===== src/hdl/memSys_params.svh =====
`ifndef MEMSYS_PARAMS_SVH
`define MEMSYS_PARAMS_SVH

// data and instruction width
`define XLEN 32

// byte-wide ram, 4 KiB
`define BYTE_W 8
`define MEM_ADDR_W 12

// first fetch address after reset
`define RESET_PC 32'h0000_0000

`endif


===== src/hdl/memPkg.sv =====
`include "memSys_params.svh"

package memPkg;

    typedef enum logic {
        LS_LOAD  = 1'b0,
        LS_STORE = 1'b1
    } lsKind_e;

    // 2'b11 is not a legal size
    typedef enum logic [1:0] {
        LEN_BYTE = 2'b00,
        LEN_HALF = 2'b01,
        LEN_WORD = 2'b10
    } accessLen_e;

    typedef struct packed {
        lsKind_e           kind;
        accessLen_e        len;
        logic              isSigned;
        logic [`XLEN-1:0]  addr;
        logic [`XLEN-1:0]  wdata;
    } memReq_t;

    typedef struct packed {
        logic                   we;
        logic [`MEM_ADDR_W-1:0] addr;
        logic [`BYTE_W-1:0]     wdata;
    } ramPort_t;

    typedef struct packed {
        logic [`XLEN-1:0] pc;
        logic [`XLEN-1:0] inst;
    } fetchOut_t;

endpackage


===== src/hdl/instFetch.sv =====
`timescale 1ns/1ps
`include "memSys_params.svh"

module instFetch (
    input  logic              clk,
    input  logic              rst,
    input  logic              i_queueFull,
    input  logic              i_redirect,
    input  logic [`XLEN-1:0]  i_redirectPc,
    output logic              o_fetchReq,
    output logic [`XLEN-1:0]  o_fetchAddr,
    input  logic              i_instDone,
    input  logic [`XLEN-1:0]  i_inst,
    output logic              o_instValid,
    output memPkg::fetchOut_t o_fetch
);
    localparam logic [`XLEN-1:0] INST_BYTES = 4;

    logic [`XLEN-1:0] pc;
    logic [`XLEN-1:0] nextPc;
    logic             reqActive;
    logic             discard;
    logic             acceptInst;
    logic             canIssue;

    // a redirect in the done cycle also drops the word
    assign acceptInst = i_instDone && !discard && !i_redirect;
    assign canIssue   = (!reqActive || i_instDone) && !i_queueFull;
    assign o_fetchReq = reqActive;

    always_comb begin
        if (i_redirect) begin
            nextPc = i_redirectPc;
        end else if (acceptInst) begin
            nextPc = o_fetchAddr + INST_BYTES;
        end else begin
            nextPc = pc;
        end
    end

    always_ff @(posedge clk) begin
        if (rst) begin
            pc          <= `RESET_PC;
            reqActive   <= 1'b0;
            discard     <= 1'b0;
            o_instValid <= 1'b0;
        end else begin
            pc          <= nextPc;
            o_instValid <= acceptInst;
            if (canIssue) begin
                reqActive <= 1'b1;
            end else if (i_instDone) begin
                reqActive <= 1'b0;
            end
            // old-path fetch still has to run to its done
            if (i_instDone) begin
                discard <= 1'b0;
            end else if (i_redirect && reqActive) begin
                discard <= 1'b1;
            end
        end
    end

    // address stays stable while the request is up
    always_ff @(posedge clk) begin
        if (canIssue) begin
            o_fetchAddr <= nextPc;
        end
        if (acceptInst) begin
            o_fetch.pc   <= o_fetchAddr;
            o_fetch.inst <= i_inst;
        end
    end

    assert property (@(posedge clk) disable iff (rst)
        (i_instDone && discard) |=> !o_instValid);

endmodule


===== config.mk =====
export PLATFORM = sky130hd
export DESIGN_NAME = instFetch
export DESIGN_NICKNAME = d
export VERILOG_FILES = /design/src/hdl/memPkg.sv /design/src/hdl/instFetch.sv
export VERILOG_INCLUDE_DIRS = /design/src /design/src/hdl
export SDC_FILE = /design/constraint.sdc
export NUM_CORES = 1
export LEC_CHECK = 0
export BUFFER_PORTS_ARGS = -buffer_cell sky130_fd_sc_hd__buf_2
export CORE_MARGIN = 10
export CORE_UTILIZATION = 51
export CTS_CLUSTER_DIAMETER = 40
export DETAILED_ROUTE_END_ITERATION = 6
export GPL_TIMING_DRIVEN = 0
export PLACE_DENSITY = 0.8
export SYNTH_ARGS = -nofsm -noshare
export SYNTH_HDL_FRONTEND = slang
export SYNTH_SLANG_ARGS = --single-unit

===== constraint.sdc =====
create_clock -name clk -period 3.6 [get_ports clk]
set_input_delay 0.72 -clock clk [delete_from_list [all_inputs] [get_ports clk]]
set_output_delay 0.72 -clock clk [all_outputs]
set_load 0.1 [all_outputs]

* Word level (Yosys, flattened, before mapping)
Index checks and enable logic that the tools add are counted.
** Word-level totals
- Bits in registers :: 131
- Input bits :: 69
- Output and inout port bits :: 98
- Logic and storage cells :: 23
** Cells by class
- Add/sub/neg operators :: 1
- Mux-type cells :: 4
- Reductions and logical operators :: 11
** Operators with widths (number)
- two-way mux 32 bit :: 2
- adder 32 x 3 -> 32 bit, second input constant :: 1
- logical AND 1 bit :: 4
- zero test 1 bit :: 4
- two-way mux 1 bit :: 2
- nonzero test 2 bit :: 1
- OR reduction 2 bit :: 1
- logical OR 1 bit :: 1

* Logic depth before layout (Yosys ltp)
Gate-level depths: netlist of run 1.
- Word-level depth :: 5
- Depth in mapped cells :: 8

* Least setup slack after synthesis of run 1
Ideal clock, no wire load.
- Kind :: input -> register
- Start :: in i_instDone
- End :: reg o_fetchAddr[20] (data pin)
- Setup time :: 0.141 ns
- Data arrival time :: 2.650 ns
- Required time :: 3.459 ns
- Setup slack :: 0.810 ns
- Cell stages on the path :: 8
- Buffers on the path :: 3
- Cell sequence :: nor2b_1 buf_2 nand2b_1 clkbuf_1 clkinv_1 buf_2 o21ai_0 nand2_1
** On the way
- Word-level cells in the longest chain between the ends :: 4
** RTL lines
- from (decl) :: RTL line instFetch.sv:12 : input logic i_instDone,
- logical AND 1 bit (2 in a row) :: RTL line instFetch.sv:27 : assign acceptInst = i_instDone && !discard && !i_redirect;
- via acceptInst :: RTL line instFetch.sv:23 : logic acceptInst;
- two-way mux 32 bit :: RTL line instFetch.sv:34 : end else if (acceptInst) begin
- two-way mux 32 bit :: RTL line instFetch.sv:32 : if (i_redirect) begin
- via nextPc[20] :: RTL line instFetch.sv:20 : logic [`XLEN-1:0] nextPc;
- to (signal assigned) :: RTL line instFetch.sv:67 : o_fetchAddr <= nextPc;
- to (decl) :: RTL line instFetch.sv:11 : output logic [`XLEN-1:0] o_fetchAddr,
The timed path passes the listed nets, and every way through them passes these cells.
A chain may end at the register's enable or synchronous reset.

* Worst setup path after layout of run 1
- Start :: in i_instDone
- End :: reg o_fetchAddr[31] (data pin)
The elaborated chain is that of the path after synthesis.

==> run summary, run 1 <==
hpwl dp: 10.4 mm
die height: 121 um
post-CTS sizing: 0
Rows: 36
Ports: 167
Synthesized Nets: 490
delay-heaviest family, CP: buffers and inverters
worst endpoint required time: 3850 ps
ys async rst share: 0
Hold Crit Depth: 1
ANT cells: 0
die area: 14700 um^2
Total GRT Usage: 0.195
critical path class: primary input to register
first-pass GRT wire length: 22.4 mm
drt pass-1 iters: 6
Tcrit/Tclk final: 0.704
Yosys Warn Count: 0
drt wl/cell: 19.5 um
RSZ-0062 raised after global routing: false
final setup violation count: 0
Max Cap Viol: 0
tightest slew margin relative to the limit: 0.401
top_reg_cell synth: edfxtp_1
mux cell area share after synthesis: 0.0136
multi-input combinational cell area: 1540 um^2
Nets: 675
dpl ws: 517 ps
Routed WL: 14.6 mm
clock period minus worst slack: 2530 ps
most common cell after layout, fill and taps aside: buf_2
clock sink total: 131
Synth Area in Compound Gates: 0.0887
average size of a mapped cell: 12.5 um^2
Area Overhead vs Synth: 30.3%
CTS tree: yes
drt drc: 0
WP buf/inv: 5
DR vias/cell: 5.56
Crit path depth: 9
Vias: 4176
Max Clock Skew: 7.21 ps
Worst setup SP type: primary input
critical path's slowest cell: buf_4
Critical Path AT: 2790 ps
CTS Hold Buffers Added: 0
Initial Util: 0.531
sequential-to-total area share from yosys stat: 0.685
crit-path cells: buf_2 > nor2b_1 > buf_2 > nand2b_1 > clkbuf_1 > clkinv_1 > buf_4 > o21ai_1 > nand2_1
final core utilization: 0.691
CTS H-tree lvls: 4
FF/Latch Area: 3580 um^2
worst setup path startpoint: i_instDone
reg2reg path depth: 8
reg-to-reg critical path startpoint: discard
vias in the first global route: 4245
xor/xnor share of the synthesized area: 0.0234
placer congestion estimate: 0.864
Initial DRC Count: 405
mapped cell area: 5230 um^2
Final Hold Fails: 0
post-route ant nets: 0
clock-pin slew on the worst setup and hold paths: 50 ps
Final Power: 4.15 mW
Worst VDD drop: 291 uV
max incr delay on CP: 500 ps
Lkg Pwr: 2.74 nW
die width: 121 um
pwr dens: 608 nW/um^2
antenna violations before repair: 0
Cells after Synth: 420
Root Driver: clkbuf_8
commonest cells after routing, fill and taps aside: 166 x buf_2, 96 x edfxtp_1, 52 x nand2_1
CP max FO: 73
Post-Synth Adder-Cell Area: 0.00239
Skew-Pair Late Insertion Delay: 510 ps
post-synthesis cell type count: 50
status: completed
core area: 9860 um^2
Port Buf Inserts: 165
TNS Setup: 0 ps
achievable frequency: 395 MHz
Synth Area in Simple Gates: 0.164
WHS: 389 ps
Worst Hold Class: primary input to register
hold_sp: i_inst[5]
Slew @ Worst Pin: 898 ps
Setup Buffers After CTS: 0
fill cell total of the finished layout: 720
pin count of the biggest net entering global routing: 74
Most common cell on crit path: buf_2
ratio of cells with drive above 1 in the final layout: 0.335
Longest Clk Path Bufs: 2
final slew viol count: 0
number of synthesized flops with an enable pin: 96
combinational family with the most area after synthesis: simple AND/OR/NAND/NOR gates
crit path capture type: register
#FFs+latches synth: 131
global route overflow: 0
total CTS buffers: 17
setup ws final: 1070 ps
[final timing paths]
| path | slack [ps] | to |
|---|---|---|
| min | 390 | o_fetch[5] |
| min reg2reg | 470 | o_fetch[63] |
| max reg2reg | 1080 | o_fetchAddr[20] |
| max | 1070 | o_fetchAddr[31] |
[state kept, by name (all words and copies together) (netlist names)]
| register | cells |
|---|---|
| discard | 1 |
| pc | 32 |
| o_fetch | 64 |
| o_instValid | 1 |
| o_fetchReq | 1 |
| o_fetchAddr | 32 |
[report_power, final]
part	switching, mW	internal, mW
clock	0.600	0.989
sequential	0.0665	1.73
combinational	0.627	0.134
[worst reg2reg max path: stages, from the launching register on]
cell	delay [ps]
dfxtp_1	320
nor2b_1	90
buf_2	290
nand2b_1	100
clkbuf_1	220
clkinv_1	230
buf_4	740
o21ai_0	280
nand2_1	130
[area by class of cell]
cell class	count	share of cell area
Tap cell	133	0.0244
Sequential cell	131	0.525
Inverter	12	0.00660
Timing Repair Buffer	166	0.125
Clock inverter	8	0.0110
Buffer	19	0.0117
Multi-Input combinational cell	258	0.225
Clock buffer	24	0.0706
[logic make-up after synthesis]
family	after synthesis
and+or+nand+nor	161
DFF	131
muxes	7
xor gates and xnor gates	14
adders and majority gates	1
buffers and inverters	31
AOI/OAI and AO/OA	75
[layer usage]
| layer | wire [um] | track usage | vias to the layer above |
|---|---|---|---|
| li1 | - | - | 1930 |
| met1 | 5960 | 0.223 | 1996 |
| met2 | 7160 | 0.330 | 221 |
| met3 | 1250 | 0.0675 | 29 |
| met4 | 259 | 0.0693 | 0 |
| met5 | 0 | 0 | - |
[cells in the mapped netlist, drive strengths merged, types with 4 or more instances]
master	count	area share
clkbuf	15	0.011
and4	7	0.012
inv	11	0.0079
nand2	52	0.037
buf	4	0.0041
a21oi	31	0.030
nand3	20	0.019
o221ai	6	0.010
dfxtp	35	0.13
nor2	23	0.016
o21ai	13	0.012
nor4	6	0.012
a211oi	5	0.0072
nor3	9	0.0086
xnor2	7	0.012
a31oi	7	0.0096
edfxtp	96	0.55
mux2i	6	0.011
nand4	9	0.014
nor2b	19	0.023
xor2	7	0.012
[metrics by stage]
stage / std cells / cell area [um^2]
2_1_floorplan: 420 / 5230
3_3_place_gp: 718 / 6230
6_report: 751 / 6820
4_1_cts: 751 / 6820
5_1_grt: 751 / 6820
3_5_place_dp: 719 / 6260
Power figures use the tool's default switching activity.
==> run 2, diff against run 1 <==
--- a/config.mk
+++ b/config.mk
@@ -8,11 +8,11 @@
 export LEC_CHECK = 0
 export BUFFER_PORTS_ARGS = -buffer_cell sky130_fd_sc_hd__buf_2
 export CORE_MARGIN = 10
-export CORE_UTILIZATION = 51
+export CORE_UTILIZATION = 46
 export CTS_CLUSTER_DIAMETER = 40
 export DETAILED_ROUTE_END_ITERATION = 6
 export GPL_TIMING_DRIVEN = 0
-export PLACE_DENSITY = 0.8
+export PLACE_DENSITY = 0.76
 export SYNTH_ARGS = -nofsm -noshare
 export SYNTH_HDL_FRONTEND = slang
 export SYNTH_SLANG_ARGS = --single-unit
==> constraint.sdc (replaced) <==
create_clock -name clk -period 2.3 [get_ports clk]
set_input_delay 0.46 -clock clk [delete_from_list [all_inputs] [get_ports clk]]
set_output_delay 0.46 -clock clk [all_outputs]
set_load 0.1 [all_outputs]
==> run summary, run 2 (synthesized netlist as in run 1, its figures left out) <==
die area: 16000 um^2 (+9.0%)
Largest register FFs: 64 (unchanged)
core area: 11000 um^2 (+11%)
Vias: 4063 (-2.7%)
Skew-Pair Late Insertion Delay: 410 ps (-100 ps)
Slew @ Worst Pin: 633 ps (-264 ps)
final core utilization: 0.636 (-0.0552)
Worst VDD drop: 665 uV (+130%)
global route overflow: 0 (unchanged)
Psw: 2.08 mW (+61%)
first-pass GRT wire length: 22.5 mm (+0.28%)
pin count of the biggest net entering global routing: 74 (unchanged)
Tcrit/Tclk final: 0.939
most common cell after layout, fill and taps aside: buf_2
CTS tree: yes
Initial Util: 0.477 (-0.0540)
critical path class: register to register
Setup Buffers After CTS: 0 (unchanged)
drt drc: 0 (unchanged)
Ports: 167 (unchanged)
WHS: 221 ps (-168 ps)
Longest Clk Path Bufs: 2 (unchanged)
final slew viol count: 0 (unchanged)
Port Buf Inserts: 165 (unchanged)
Critical Path AT: 2320 ps (-470 ps)
clock period minus worst slack: 2160 ps
clock network power share: 0.425 (+0.042)
Worst Hold Class: primary input to register
Initial DRC Count: 285 (-30%)
Total GRT Usage: 0.176 (-0.0183)
setup ws final: 140 ps (-927 ps)
Max Cap Viol: 0 (unchanged)
DR vias/cell: 5.37 (-3.5%)
crit path capture type: register
clock-pin slew on the worst setup and hold paths: 60 ps (about the same)
tightest slew margin relative to the limit: 0.578 (+0.176)
ratio of cells with drive above 1 in the final layout: 0.355 (+0.0200)
drt wl/cell: 18.9 um (-2.9%)
fill cell total of the finished layout: 887 (+23%)
Combinational Power Share: 0.171 (-0.013)
die width: 127 um (+4.4%)
status: completed
Reg power frac: 0.404 (-0.030)
Nets: 674 (-0.15%)
Lkg Pwr: 2.83 nW (+3.4%)
hpwl dp: 10.3 mm (-0.47%)
clock sink total: 131 (unchanged)
die height: 127 um (+4.4%)
Internal: 4.90 mW (+72%)
Root Driver: clkbuf_16
worst endpoint required time: 2460 ps (-1390 ps)
pwr dens: 999 nW/um^2 (+64%)
ANT cells: 0 (unchanged)
achievable frequency: 463 MHz
post-route ant nets: 0 (unchanged)
commonest cells after routing, fill and taps aside: 166 x buf_2, 96 x edfxtp_1, 50 x nand2_1
Final Hold Fails: 0 (unchanged)
vias in the first global route: 4209 (-0.85%)
dpl ws: -550 ps (-1070 ps)
Worst setup SP type: register
Net Sw Frac: 0.298 (-0.0137)
antenna violations before repair: 0 (unchanged)
Area Overhead vs Synth: 33.5%
Routed WL: 14.3 mm (-2.1%)
Max Clock Skew: 8.51 ps (+1.30 ps)
total CTS buffers: 17 (unchanged)
Largest Register: o_fetch
CTS H-tree lvls: 4 (unchanged)
Rows: 38 (+5.6%)
placer congestion estimate: 0.857 (-0.82%)
drt pass-1 iters: 4 (-2)
CP max FO: 9 (-88%)
Largest regs: o_fetch x64, o_fetchAddr x32, pc x32
RSZ-0062 raised after global routing: true
final setup violation count: 0 (unchanged)
==> run 2: per-layer routing <==
| metal | part of all wire | vias up | track usage |
|---|---|---|---|
| met5 | 0 | - | 0 |
| met4 | 0.021 | 0 | 0.0777 |
| met3 | 0.088 | 28 | 0.0616 |
| met2 | 0.49 | 168 | 0.285 |
| met1 | 0.40 | 1938 | 0.208 |
| li1 | - | 1929 | - |
==> run 2: power by group through the flow <==
stage / logic [mW] / registers (mW) / clock network [mW]
finish: 1.19 / 2.82 / 2.97
global route: 1.25 / 2.84 / 3.11
CTS: 1.20 / 2.82 / 3.01
detailed placement: 1.19 / 2.87 / 0
global placement: 1.17 / 2.86 / 0
floorplan: 0.236 / 3.56 / 0
==> run 2: critical path: stages (launching register included) <==
cell and delay, ps:
edfxtp_1 570, nand4_4 220, or4_4 540, o41a_1 330
o21ai_1 190, nand2_1 70
==> run 2: worst paths after layout <==
kind,depth (start not counted),from,slack [ps],end
min,1,i_inst[30],220,o_fetch[30]
min reg2reg,0,o_fetchAddr[0],480,o_fetch[32]
max reg2reg,5,o_fetchAddr[7],140,o_fetchAddr[21]
max,5,o_fetchAddr[7],140,o_fetchAddr[21]
==> run 2: what timing repair did <==
item                                    CTS  global route
endpoints found under the setup margin   78            74
hold buffers                              0             0
resized for setup                         2             3
==> run 2: layout make-up <==
type                            instances  area [um^2]  area share
Clock buffer                           21          493      0.0705
Clock inverter                         11          170      0.0244
Tap cell                              140          175      0.0251
Sequential cell                       131         3580       0.513
Multi-Input combinational cell        258         1590       0.227
Buffer                                 18         88.8      0.0127
Inverter                               12         46.3     0.00662
Timing Repair Buffer                  166          846       0.121
==> run 2: metrics by stage <==
stage	power, mW	instance area (um^2)	TNS, ps	instances
3_5_place_dp	4.06	6310	-35280	726
5_1_grt	7.19	6990	-1.38	757
3_3_place_gp	4.03	6290	-33740	725
4_1_cts	7.03	6980	0	758
6_report	6.98	6990	0	757
2_1_floorplan	3.79	5290	-4860	420
