`config.mk`:
```
export PLATFORM = sky130hd
export DESIGN_NAME = memCtrl
export DESIGN_NICKNAME = d
export VERILOG_FILES = /design/src/hdl/memPkg.sv /design/src/hdl/memCtrl.sv
export VERILOG_INCLUDE_DIRS = /design/src /design/src/hdl
export SDC_FILE = /design/constraint.sdc
export NUM_CORES = 1
export LEC_CHECK = 0
export ABC_AREA = 1
export BUFFER_PORTS_ARGS = -buffer_cell sky130_fd_sc_hd__buf_2
export CORE_MARGIN = 2
export CORE_UTILIZATION = 51
export DETAILED_ROUTE_END_ITERATION = 8
export GPL_TIMING_DRIVEN = 0
export HOLD_SLACK_MARGIN = 0.1
export PLACE_DENSITY = 0.87
export REMOVE_ABC_BUFFERS = 1
export SLEW_MARGIN = 20
export SYNTH_ARGS = -nofsm -noshare
export SYNTH_HDL_FRONTEND = slang
export SYNTH_SLANG_ARGS = --single-unit
```
`constraint.sdc`:
```
create_clock -name clk -period 6.44 [get_ports clk]
set_clock_uncertainty 0.05 [all_clocks]
set_input_delay 1.288 -clock clk [delete_from_list [all_inputs] [get_ports clk]]
set_output_delay 1.288 -clock clk [all_outputs]
set_load 0.02 [all_outputs]
```
`src/hdl/memSys_params.svh`:
```
`ifndef MEMSYS_PARAMS_SVH
`define MEMSYS_PARAMS_SVH

// data and instruction width
`define XLEN 32

// byte-wide ram, 4 KiB
`define BYTE_W 8
`define MEM_ADDR_W 12

// first fetch address after reset
`define RESET_PC 32'h0000_0000

`endif

```
`src/hdl/memPkg.sv`:
```
`include "memSys_params.svh"

package memPkg;

    typedef enum logic {
        LS_LOAD  = 1'b0,
        LS_STORE = 1'b1
    } lsKind_e;

    // 2'b11 is not a legal size
    typedef enum logic [1:0] {
        LEN_BYTE = 2'b00,
        LEN_HALF = 2'b01,
        LEN_WORD = 2'b10
    } accessLen_e;

    typedef struct packed {
        lsKind_e           kind;
        accessLen_e        len;
        logic              isSigned;
        logic [`XLEN-1:0]  addr;
        logic [`XLEN-1:0]  wdata;
    } memReq_t;

    typedef struct packed {
        logic                   we;
        logic [`MEM_ADDR_W-1:0] addr;
        logic [`BYTE_W-1:0]     wdata;
    } ramPort_t;

    typedef struct packed {
        logic [`XLEN-1:0] pc;
        logic [`XLEN-1:0] inst;
    } fetchOut_t;

endpackage

```
`src/hdl/memCtrl.sv`:
```
`timescale 1ns/1ps
`include "memSys_params.svh"

module memCtrl (
    input  logic               clk,
    input  logic               rst,
    input  logic               i_rdy,
    input  logic               i_ioFull,
    input  logic               i_fetchReq,
    input  logic [`XLEN-1:0]   i_fetchAddr,
    output logic               o_instDone,
    output logic [`XLEN-1:0]   o_inst,
    input  logic               i_dataReq,
    input  memPkg::memReq_t    i_dataReqInfo,
    output logic               o_dataDone,
    output logic [`XLEN-1:0]   o_dataRaw,
    output memPkg::ramPort_t   o_ram,
    input  logic [`BYTE_W-1:0] i_ramData
);
    localparam int ASM_W = `XLEN - `BYTE_W;

    typedef enum logic [1:0] {
        ST_IDLE,
        ST_RD_INST,
        ST_RD_DATA,
        ST_WR_DATA
    } ctrlState_e;

    ctrlState_e              state;
    logic [2:0]              stage;
    logic [`MEM_ADDR_W-1:0]  curAddr;
    memPkg::accessLen_e      curLen;
    logic [`XLEN-1:0]        curWdata;
    logic [ASM_W-1:0]        asmReg;
    logic                    frozen;
    logic                    reading;
    logic                    readDone;
    logic                    writeDone;
    logic [1:0]              lastIdx;
    logic [2:0]              seqIdx;
    logic [1:0]              byteOff;
    logic [`XLEN-1:0]        wordShift;

    function automatic logic [1:0] lastByteOf(input memPkg::accessLen_e len);
        case (len)
            memPkg::LEN_BYTE: return 2'd0;
            memPkg::LEN_HALF: return 2'd1;
            default:          return 2'd3;
        endcase
    endfunction

    assign frozen    = !i_rdy || i_ioFull;
    assign reading   = (state == ST_RD_INST) || (state == ST_RD_DATA);
    assign lastIdx   = lastByteOf(curLen);
    // stage counts cycles since acceptance, starting at 1
    assign readDone  = reading && (stage == {1'b0, lastIdx} + 3'd2);
    assign writeDone = (state == ST_WR_DATA) && (stage == {1'b0, lastIdx} + 3'd1);

    always_ff @(posedge clk) begin
        if (rst) begin
            state <= ST_IDLE;
            stage <= 3'd0;
        end else if (!frozen) begin
            case (state)
                ST_IDLE: begin
                    stage <= 3'd1;
                    // data side wins a tie
                    if (i_dataReq) begin
                        if (i_dataReqInfo.kind == memPkg::LS_STORE) begin
                            state <= ST_WR_DATA;
                        end else begin
                            state <= ST_RD_DATA;
                        end
                    end else if (i_fetchReq) begin
                        state <= ST_RD_INST;
                    end
                end
                default: begin
                    if (readDone || writeDone) begin
                        state <= ST_IDLE;
                    end else begin
                        stage <= stage + 3'd1;
                    end
                end
            endcase
        end
    end

    always_ff @(posedge clk) begin
        if (!frozen) begin
            if (state == ST_IDLE) begin
                if (i_dataReq) begin
                    curAddr  <= i_dataReqInfo.addr[`MEM_ADDR_W-1:0];
                    curLen   <= i_dataReqInfo.len;
                    curWdata <= i_dataReqInfo.wdata;
                end else begin
                    curAddr <= i_fetchAddr[`MEM_ADDR_W-1:0];
                    curLen  <= memPkg::LEN_WORD;
                end
            end else if (reading && (stage <= {1'b0, lastIdx})) begin
                // last byte is never stored, it is merged at done
                case (stage)
                    3'd1:    asmReg[`BYTE_W-1:0]            <= i_ramData;
                    3'd2:    asmReg[2*`BYTE_W-1:`BYTE_W]    <= i_ramData;
                    3'd3:    asmReg[3*`BYTE_W-1:2*`BYTE_W]  <= i_ramData;
                    default: asmReg                         <= asmReg;
                endcase
            end
        end
    end

    // byte offset on the ram port
    always_comb begin
        if ((state == ST_WR_DATA) || frozen) begin
            // a frozen read re-issues the previous address
            seqIdx = stage - 3'd1;
        end else begin
            seqIdx = stage;
        end
        if (seqIdx > {1'b0, lastIdx}) begin
            seqIdx = {1'b0, lastIdx};
        end
        byteOff   = seqIdx[1:0];
        wordShift = curWdata >> {byteOff, 3'b000};
    end

    always_comb begin
        o_ram.we    = 1'b0;
        o_ram.addr  = curAddr + {{(`MEM_ADDR_W-2){1'b0}}, byteOff};
        o_ram.wdata = wordShift[`BYTE_W-1:0];
        if (state == ST_IDLE) begin
            // first read address goes out in the acceptance cycle
            if (i_dataReq) begin
                o_ram.addr = i_dataReqInfo.addr[`MEM_ADDR_W-1:0];
            end else begin
                o_ram.addr = i_fetchAddr[`MEM_ADDR_W-1:0];
            end
        end else if (state == ST_WR_DATA) begin
            o_ram.we = !frozen;
        end
    end

    always_comb begin
        o_instDone = (state == ST_RD_INST) && readDone && !frozen;
        o_dataDone = (((state == ST_RD_DATA) && readDone) || writeDone) && !frozen;
        o_inst     = {i_ramData, asmReg};
        case (curLen)
            memPkg::LEN_BYTE: o_dataRaw = {{ASM_W{1'b0}}, i_ramData};
            memPkg::LEN_HALF: o_dataRaw = {{(`XLEN-2*`BYTE_W){1'b0}}, i_ramData,
                                           asmReg[`BYTE_W-1:0]};
            default:          o_dataRaw = {i_ramData, asmReg};
        endcase
    end

    // requesters hold their level until done
    assert property (@(posedge clk) disable iff (rst)
        ((state == ST_RD_DATA) || (state == ST_WR_DATA)) |-> i_dataReq);

    assert property (@(posedge clk) disable iff (rst)
        (state == ST_RD_INST) |-> i_fetchReq);

    // requester must never present the reserved size
    assert property (@(posedge clk) disable iff (rst)
        ((state == ST_IDLE) && !frozen && i_dataReq) |->
        (i_dataReqInfo.len inside {memPkg::LEN_BYTE, memPkg::LEN_HALF, memPkg::LEN_WORD}));

endmodule

```
Word level (Yosys, flattened, before mapping). Index checks and enable logic that the tools add are counted.

$add $sub $neg: 5. $lt $le $gt $ge: 2. Eq/ne operators: 11. Shift operators: 1. Muxes and demuxes: 15. Bitwise logic cells: 2. Reductions and logical operators: 24.

Operators by type and width (count): case mux 32 bit (2 select lines) (1); >> shifter 32 x 5 -> 8 bit (1); 2-to-1 mux 12 bit (2); adder 12 x 2 -> 12 bit (1); AND reduction 4 bit (3); 2-to-1 mux 2 bit (5); 2-to-1 mux 3 bit (3); logical AND 1 bit (7); equality test 3 x 2 -> 1 bit, second input constant (2); equality test 3 bit (2); AND reduction 3 bit (2); logical OR 1 bit (5); equality test 2 x 1 -> 1 bit, second input constant (2); equality test 2 bit, second input constant (2); logical NOT 2 bit (2); case mux 2 bit (2 select lines) (1); AND reduction 2 bit (2); adder 2 x 1 -> 3 bit, second input constant (1); adder 2 x 2 -> 3 bit, second input constant (1); adder 3 x 1 -> 3 bit, second input constant (1); equality test 3 x 1 -> 1 bit, second input constant (1); > comparator 3 x 2 -> 1 bit (1); less-or-equal comparator 3 x 2 -> 1 bit (1); 2-to-1 mux 1 bit (3); other kinds (6) (8).

Register bits: 75. Input port bits: 114.

Logic depth before layout (Yosys ltp).
Word-level depth: 8. Mapped depth: 22. Mapped depth without buffers: 21.

Worst setup path after synthesis. Ideal clock, no wire load.

Kind: input to output. Start point: in i_ioFull. End point: out o_ram[16] (netlist name). Data arrival time: 4.125 ns. Data required time: 5.102 ns. Setup slack: 0.977 ns. Cell stages on the path: 18. Buffers on the path: 1. Cells stage by stage: inv_2 > nand3_2 > o21ai_1 > ha_1 > inv_1 > nor2_1 > o21ai_4 > nand3_4 > nand2_8 > buf_12 > inv_1 > ha_1 > fa_1 > nand4_1 > nor2_1 > nand2_1 > o21ai_0 > o21ai_0.

RTL lines: from (decl) (RTL line memCtrl.sv:8) `input logic i_ioFull,`; to (decl) (RTL line memCtrl.sv:17) `output memPkg::ramPort_t o_ram,`.

==> impl_metrics.prom <==
# TYPE chip_impl_metric gauge
chip_impl_metric{name="design.final.nets",unit=""} 762
chip_impl_metric{name="power.clock.fraction",unit="%"} 32.0
chip_impl_metric{name="vdd_drop_max",unit="mV"} 0.1147
chip_impl_metric{name="cts_sinks",unit=""} 75
chip_impl_metric{name="final_layout_size_suffix_gt1_share",unit="%"} 32.97
chip_impl_metric{name="dpl.hpwl",unit="um"} 7223
chip_impl_info{name="most_numerous_cell_in_the_yosys_netlist",value="sky130_fd_sc_hd__nand2_1"} 1
chip_impl_metric{name="final_hold_viol_count",unit=""} 0
chip_impl_metric{name="synth_area",unit="um2"} 4243
chip_impl_metric{name="timing.hold.worst_path_depth",unit=""} 2
chip_impl_metric{name="drt-wirelength-per-cell",unit="um"} 12.93
chip_impl_metric{name="post_cts_resized",unit=""} 0
chip_impl_metric{name="post-route-drc-count",unit=""} 0
chip_impl_metric{name="cell_area_placed",unit="um2"} 5075
chip_impl_metric{name="ys_seq_elements",unit=""} 75
chip_impl_metric{name="num_antenna_cells",unit=""} 0
chip_impl_metric{name="grt_first_pass_wirelength",unit="um"} 15100
chip_impl_metric{name="floorplan.die_area",unit="um2"} 9065
chip_impl_metric{name="power.static_leakage",unit="nW"} 2.675
chip_impl_metric{name="area_grow_syn2layout",unit="%"} 24.48
chip_impl_metric{name="worst-path-buf-inv",unit=""} 5
chip_impl_metric{name="synth_cell_types",unit=""} 32
chip_impl_metric{name="finalWeightedCongestion",unit=""} 0.8342
chip_impl_metric{name="start_util",unit="%"} 52.16
chip_impl_info{name="slowest_stage",value="sky130_fd_sc_hd__fa_1"} 1
chip_impl_metric{name="maxCapViolCount",unit=""} 0
chip_impl_metric{name="rows",unit=""} 33
chip_impl_metric{name="fp.dieW",unit="um"} 95.21
chip_impl_metric{name="seqPwrFrac",unit="%"} 47.2
chip_impl_metric{name="placed_cells",unit=""} 726
chip_impl_info{name="critical-path-top-delay-family",value="adder cells"} 1
chip_impl_metric{name="cts_buffer_depth",unit=""} 2
chip_impl_metric{name="max_freq",unit="GHz"} 0.1700
chip_impl_metric{name="first_iter_violations",unit=""} 188
chip_impl_metric{name="max-slew-margin-rel",unit="%"} 31.75
chip_impl_metric{name="wl",unit="um"} 9592
chip_impl_info{name="cts_root_buf",value="sky130_fd_sc_hd__clkbuf_8"} 1
chip_impl_metric{name="vias_in_the_first_global_route",unit=""} 3427
chip_impl_metric{name="worst_path_largest_cell_delay",unit="ns"} 0.42
chip_impl_metric{name="power_per_cell_area",unit="nW/um2"} 223.4
chip_impl_metric{name="instances_no_fill",unit=""} 742
chip_impl_metric{name="setup-violations-final",unit=""} 0
chip_impl_metric{name="via_count",unit=""} 3629
chip_impl_metric{name="power.share.switching",unit="%"} 30.65
chip_impl_metric{name="fp.coreArea",unit="um2"} 8134
chip_impl_metric{name="ctsHtreeMaxLevel",unit=""} 3
chip_impl_info{name="r2r-start",value="curLen[1]$_SDFFCE_PN1P_"} 1
chip_impl_metric{name="buffer_ports.inserted",unit=""} 159
chip_impl_metric{name="comb_power_share",unit="%"} 20.9
chip_impl_info{name="worst-setup-path-type",value="in2out"} 1
chip_impl_info{name="worstHoldEndpoint",value="state[1]$_SDFFE_PP0P_"} 1
chip_impl_metric{name="tightest_slew",unit="ns"} 1.024
chip_impl_metric{name="worst_ep_arrival_time",unit="ns"} 4.54
chip_impl_info{name="post-synth-top-area-cell",value="sky130_fd_sc_hd__edfxtp_1"} 1
chip_impl_metric{name="io_pins",unit=""} 201
chip_impl_metric{name="p_int",unit="mW"} 0.8184
chip_impl_metric{name="overflow",unit=""} 0
chip_impl_metric{name="final_critical_path_share_of_the_clock_period",unit="%"} 91.34
chip_impl_metric{name="finalPower",unit="mW"} 1.180
chip_impl_metric{name="cts.repair_timing.setup_buffer_count",unit=""} 0
chip_impl_metric{name="antenna_violating_nets_post_route",unit=""} 0
chip_impl_metric{name="cts_hold_buf",unit=""} 0
chip_impl_info{name="cts_tree",value="built"} 1
chip_impl_metric{name="crit_required",unit="ns"} 5.10
chip_impl_info{name="crit_chain",value="buf_2 > inv_2 > nand3_2 > o21ai_1 > ha_1 > inv_1 > nor2_1 > o21ai_4 > nand3_4 > nand2_8 > inv_1 > ha_1 > fa_1 > nand4_1 > nor2_1 > nand2_1 > o21ai_0 > o21ai_0 > buf_2"} 1
chip_impl_metric{name="synth.yosys.seq_area_share",unit="%"} 51.90
chip_impl_metric{name="worstSkewPairLatency",unit="ns"} 0.35
chip_impl_metric{name="finalWorstSetupSlack",unit="ns"} 0.5577
chip_impl_metric{name="finalCoreUtilization",unit="%"} 64.93
chip_impl_info{name="grt_setup_unrepaired",value="false"} 1
chip_impl_metric{name="setup.reg_to_reg.worst_slack",unit="ns"} 3.21
chip_impl_metric{name="post_synth_edffs",unit=""} 70
chip_impl_metric{name="finalInstanceArea",unit="um2"} 5281
chip_impl_info{name="regToRegEndpoint",value="asmReg[5]$_DFFE_PP_"} 1
chip_impl_info{name="yosys_most_used_dff",value="sky130_fd_sc_hd__edfxtp_1"} 1
chip_impl_metric{name="all_layer_gr_usage",unit="%"} 21.60
chip_impl_info{name="outcome",value="completed"} 1
chip_impl_metric{name="clkTransAtPathRegs",unit="ns"} 0.09
chip_impl_metric{name="detailedRoute.firstPassIterationCount",unit=""} 5
chip_impl_metric{name="postSynthAreaPerCell",unit="um2"} 8.839
chip_impl_metric{name="via_per_instance_ratio",unit=""} 4.891
chip_impl_metric{name="synthesis.yosys.warnings",unit=""} 0
chip_impl_info{name="post_synth_most_frequent_cells",value="sky130_fd_sc_hd__nand2_1, sky130_fd_sc_hd__inv_1, sky130_fd_sc_hd__edfxtp_1, sky130_fd_sc_hd__nand3_1, sky130_fd_sc_hd__nor2_1"} 1
chip_impl_metric{name="ys_async_sr_fraction",unit="%"} 0
chip_impl_metric{name="timing.final.max_slew_violations",unit=""} 0
chip_impl_metric{name="final_critical_path_required_period",unit="ns"} 5.882
chip_impl_info{name="critPathLaunchType",value="primary input"} 1
chip_impl_metric{name="place_worst_setup_slack",unit="ns"} 0.5534
chip_impl_metric{name="post_synth_inst_count",unit=""} 480
chip_impl_metric{name="grt_antenna_before_repair",unit=""} 0
chip_impl_metric{name="dieHeight",unit="um"} 95.21
chip_impl_info{name="ys_top_cells_by_area",value="sky130_fd_sc_hd__edfxtp_1, sky130_fd_sc_hd__nand2_1, sky130_fd_sc_hd__inv_1, sky130_fd_sc_hd__nand3_1, sky130_fd_sc_hd__ha_1"} 1
chip_impl_metric{name="post-synth-top-area-fraction",unit="%"} 49.54
chip_impl_metric{name="fin_tns_setup",unit="ns"} 0
chip_impl_metric{name="numCtsBuffers",unit=""} 9
chip_impl_info{name="worst_hold_startpoint",value="state[1]$_SDFFE_PP0P_"} 1
chip_impl_metric{name="crit_path_max_fanout",unit=""} 17
chip_impl_info{name="worst_setup_path_startpoint",value="i_ioFull"} 1
chip_impl_metric{name="maximum_number_of_pins_on_one_net_before_global_route_repair",unit=""} 30
chip_impl_info{name="kind_of_end_point_of_the_critical_path",value="primary output"} 1
chip_impl_metric{name="cp.depth",unit=""} 19
chip_impl_info{name="worstHoldPathType",value="reg2reg"} 1
chip_impl_metric{name="final.hold.worst_slack",unit="ns"} 0.4816
chip_impl_metric{name="reg2reg_depth",unit=""} 7
chip_impl_metric{name="sw_power",unit="mW"} 0.3616
how the worst max path moves through the flow:
stage          slack (ns)        end
2_1_floorplan        0.96  o_ram[16]
3_3_place_gp         0.68  o_ram[16]
3_5_place_dp         0.55  o_ram[16]
4_1_cts              0.53  o_ram[16]
5_1_grt              0.26  o_ram[16]
6_report             0.56  o_ram[16]
layer usage:
metal | wire length (um) | share of wire (%) | vias to the layer above | GRT usage [%]
li1 | - | - | 1841 | -
met1 | 3853 | 40 | 1643 | 24.47
met2 | 4926 | 51 | 131 | 39.67
met3 | 660 | 6.9 | 14 | 4.980
met4 | 153 | 1.6 | 0 | 7.488
met5 | 0 | 0 | - | 0
kinds of logic (layout without fill, tap and decap cells):
group	after synthesis	after routing	share of synthesized area, %
flops	75	75	51.90
buf+inv	111	268	11.21
xor+xnor	1	1	0.2065
fa+ha+maj	16	16	4.895
simple gates	233	233	25.60
compound gates	44	44	6.193
state kept, by name, indices dropped and copies added, names as in the netlist:
signal / cells
curLen: 2
curAddr: 12
curWdata: 32
state: 2
asmReg: 24
stage: 3
layout make-up:
| class | instances | area, um2 |
|---|---|---|
| fillers | 681 | 2853 |
| clock buffers | 9 | 123.9 |
| clock inverters | 7 | 82.58 |
| inverters | 92 | 345.3 |
| flip-flops and latches | 75 | 2202 |
| well taps | 105 | 131.4 |
| repair buffers | 160 | 823.3 |
| multi-input cells | 294 | 1573 |
power by group through the flow:
stage	sequential [mW]	clock, mW	combinational (mW)
6_report	0.557	0.377	0.246
5_1_grt	0.558	0.405	0.274
4_1_cts	0.557	0.382	0.247
3_5_place_dp	0.568	0	0.246
3_3_place_gp	0.567	0	0.236
2_1_floorplan	0.566	0	0.155
worst reg2reg max path: cells and delay by family (launching register included):
| family | cells | cell delay [ns] |
|---|---|---|
| simple gates | 2 | 0.78 |
| compound gates | 2 | 0.26 |
| buf+inv | 2 | 0.51 |
| flops | 1 | 1.03 |
| fa+ha+maj | 1 | 0.24 |
cell usage in the layout (no fill, tap or decap), types with 3 or more instances in the layout:
master | Yosys | layout
sky130_fd_sc_hd__nand2_1 | 127 | 127
sky130_fd_sc_hd__edfxtp_1 | 70 | 70
sky130_fd_sc_hd__nor2_4 | 2 | 3
sky130_fd_sc_hd__dfxtp_1 | 5 | 5
sky130_fd_sc_hd__nand3_1 | 48 | 48
sky130_fd_sc_hd__nor3_1 | 3 | 3
sky130_fd_sc_hd__clkbuf_8 | 0 | 9
sky130_fd_sc_hd__a21oi_1 | 7 | 7
sky130_fd_sc_hd__nand2_2 | 11 | 11
sky130_fd_sc_hd__nand4_1 | 4 | 4
sky130_fd_sc_hd__buf_2 | 1 | 159
sky130_fd_sc_hd__inv_6 | 0 | 3
sky130_fd_sc_hd__o21ai_0 | 20 | 20
sky130_fd_sc_hd__nor2_1 | 24 | 23
sky130_fd_sc_hd__a22o_1 | 3 | 3
sky130_fd_sc_hd__a31oi_1 | 5 | 5
sky130_fd_sc_hd__inv_1 | 87 | 87
sky130_fd_sc_hd__ha_1 | 15 | 15
sky130_fd_sc_hd__inv_2 | 5 | 5
sky130_fd_sc_hd__or2_2 | 5 | 5
sky130_fd_sc_hd__nand3_2 | 3 | 3
sky130_fd_sc_hd__o21ai_1 | 6 | 6
Power figures use the tool's default switching activity.
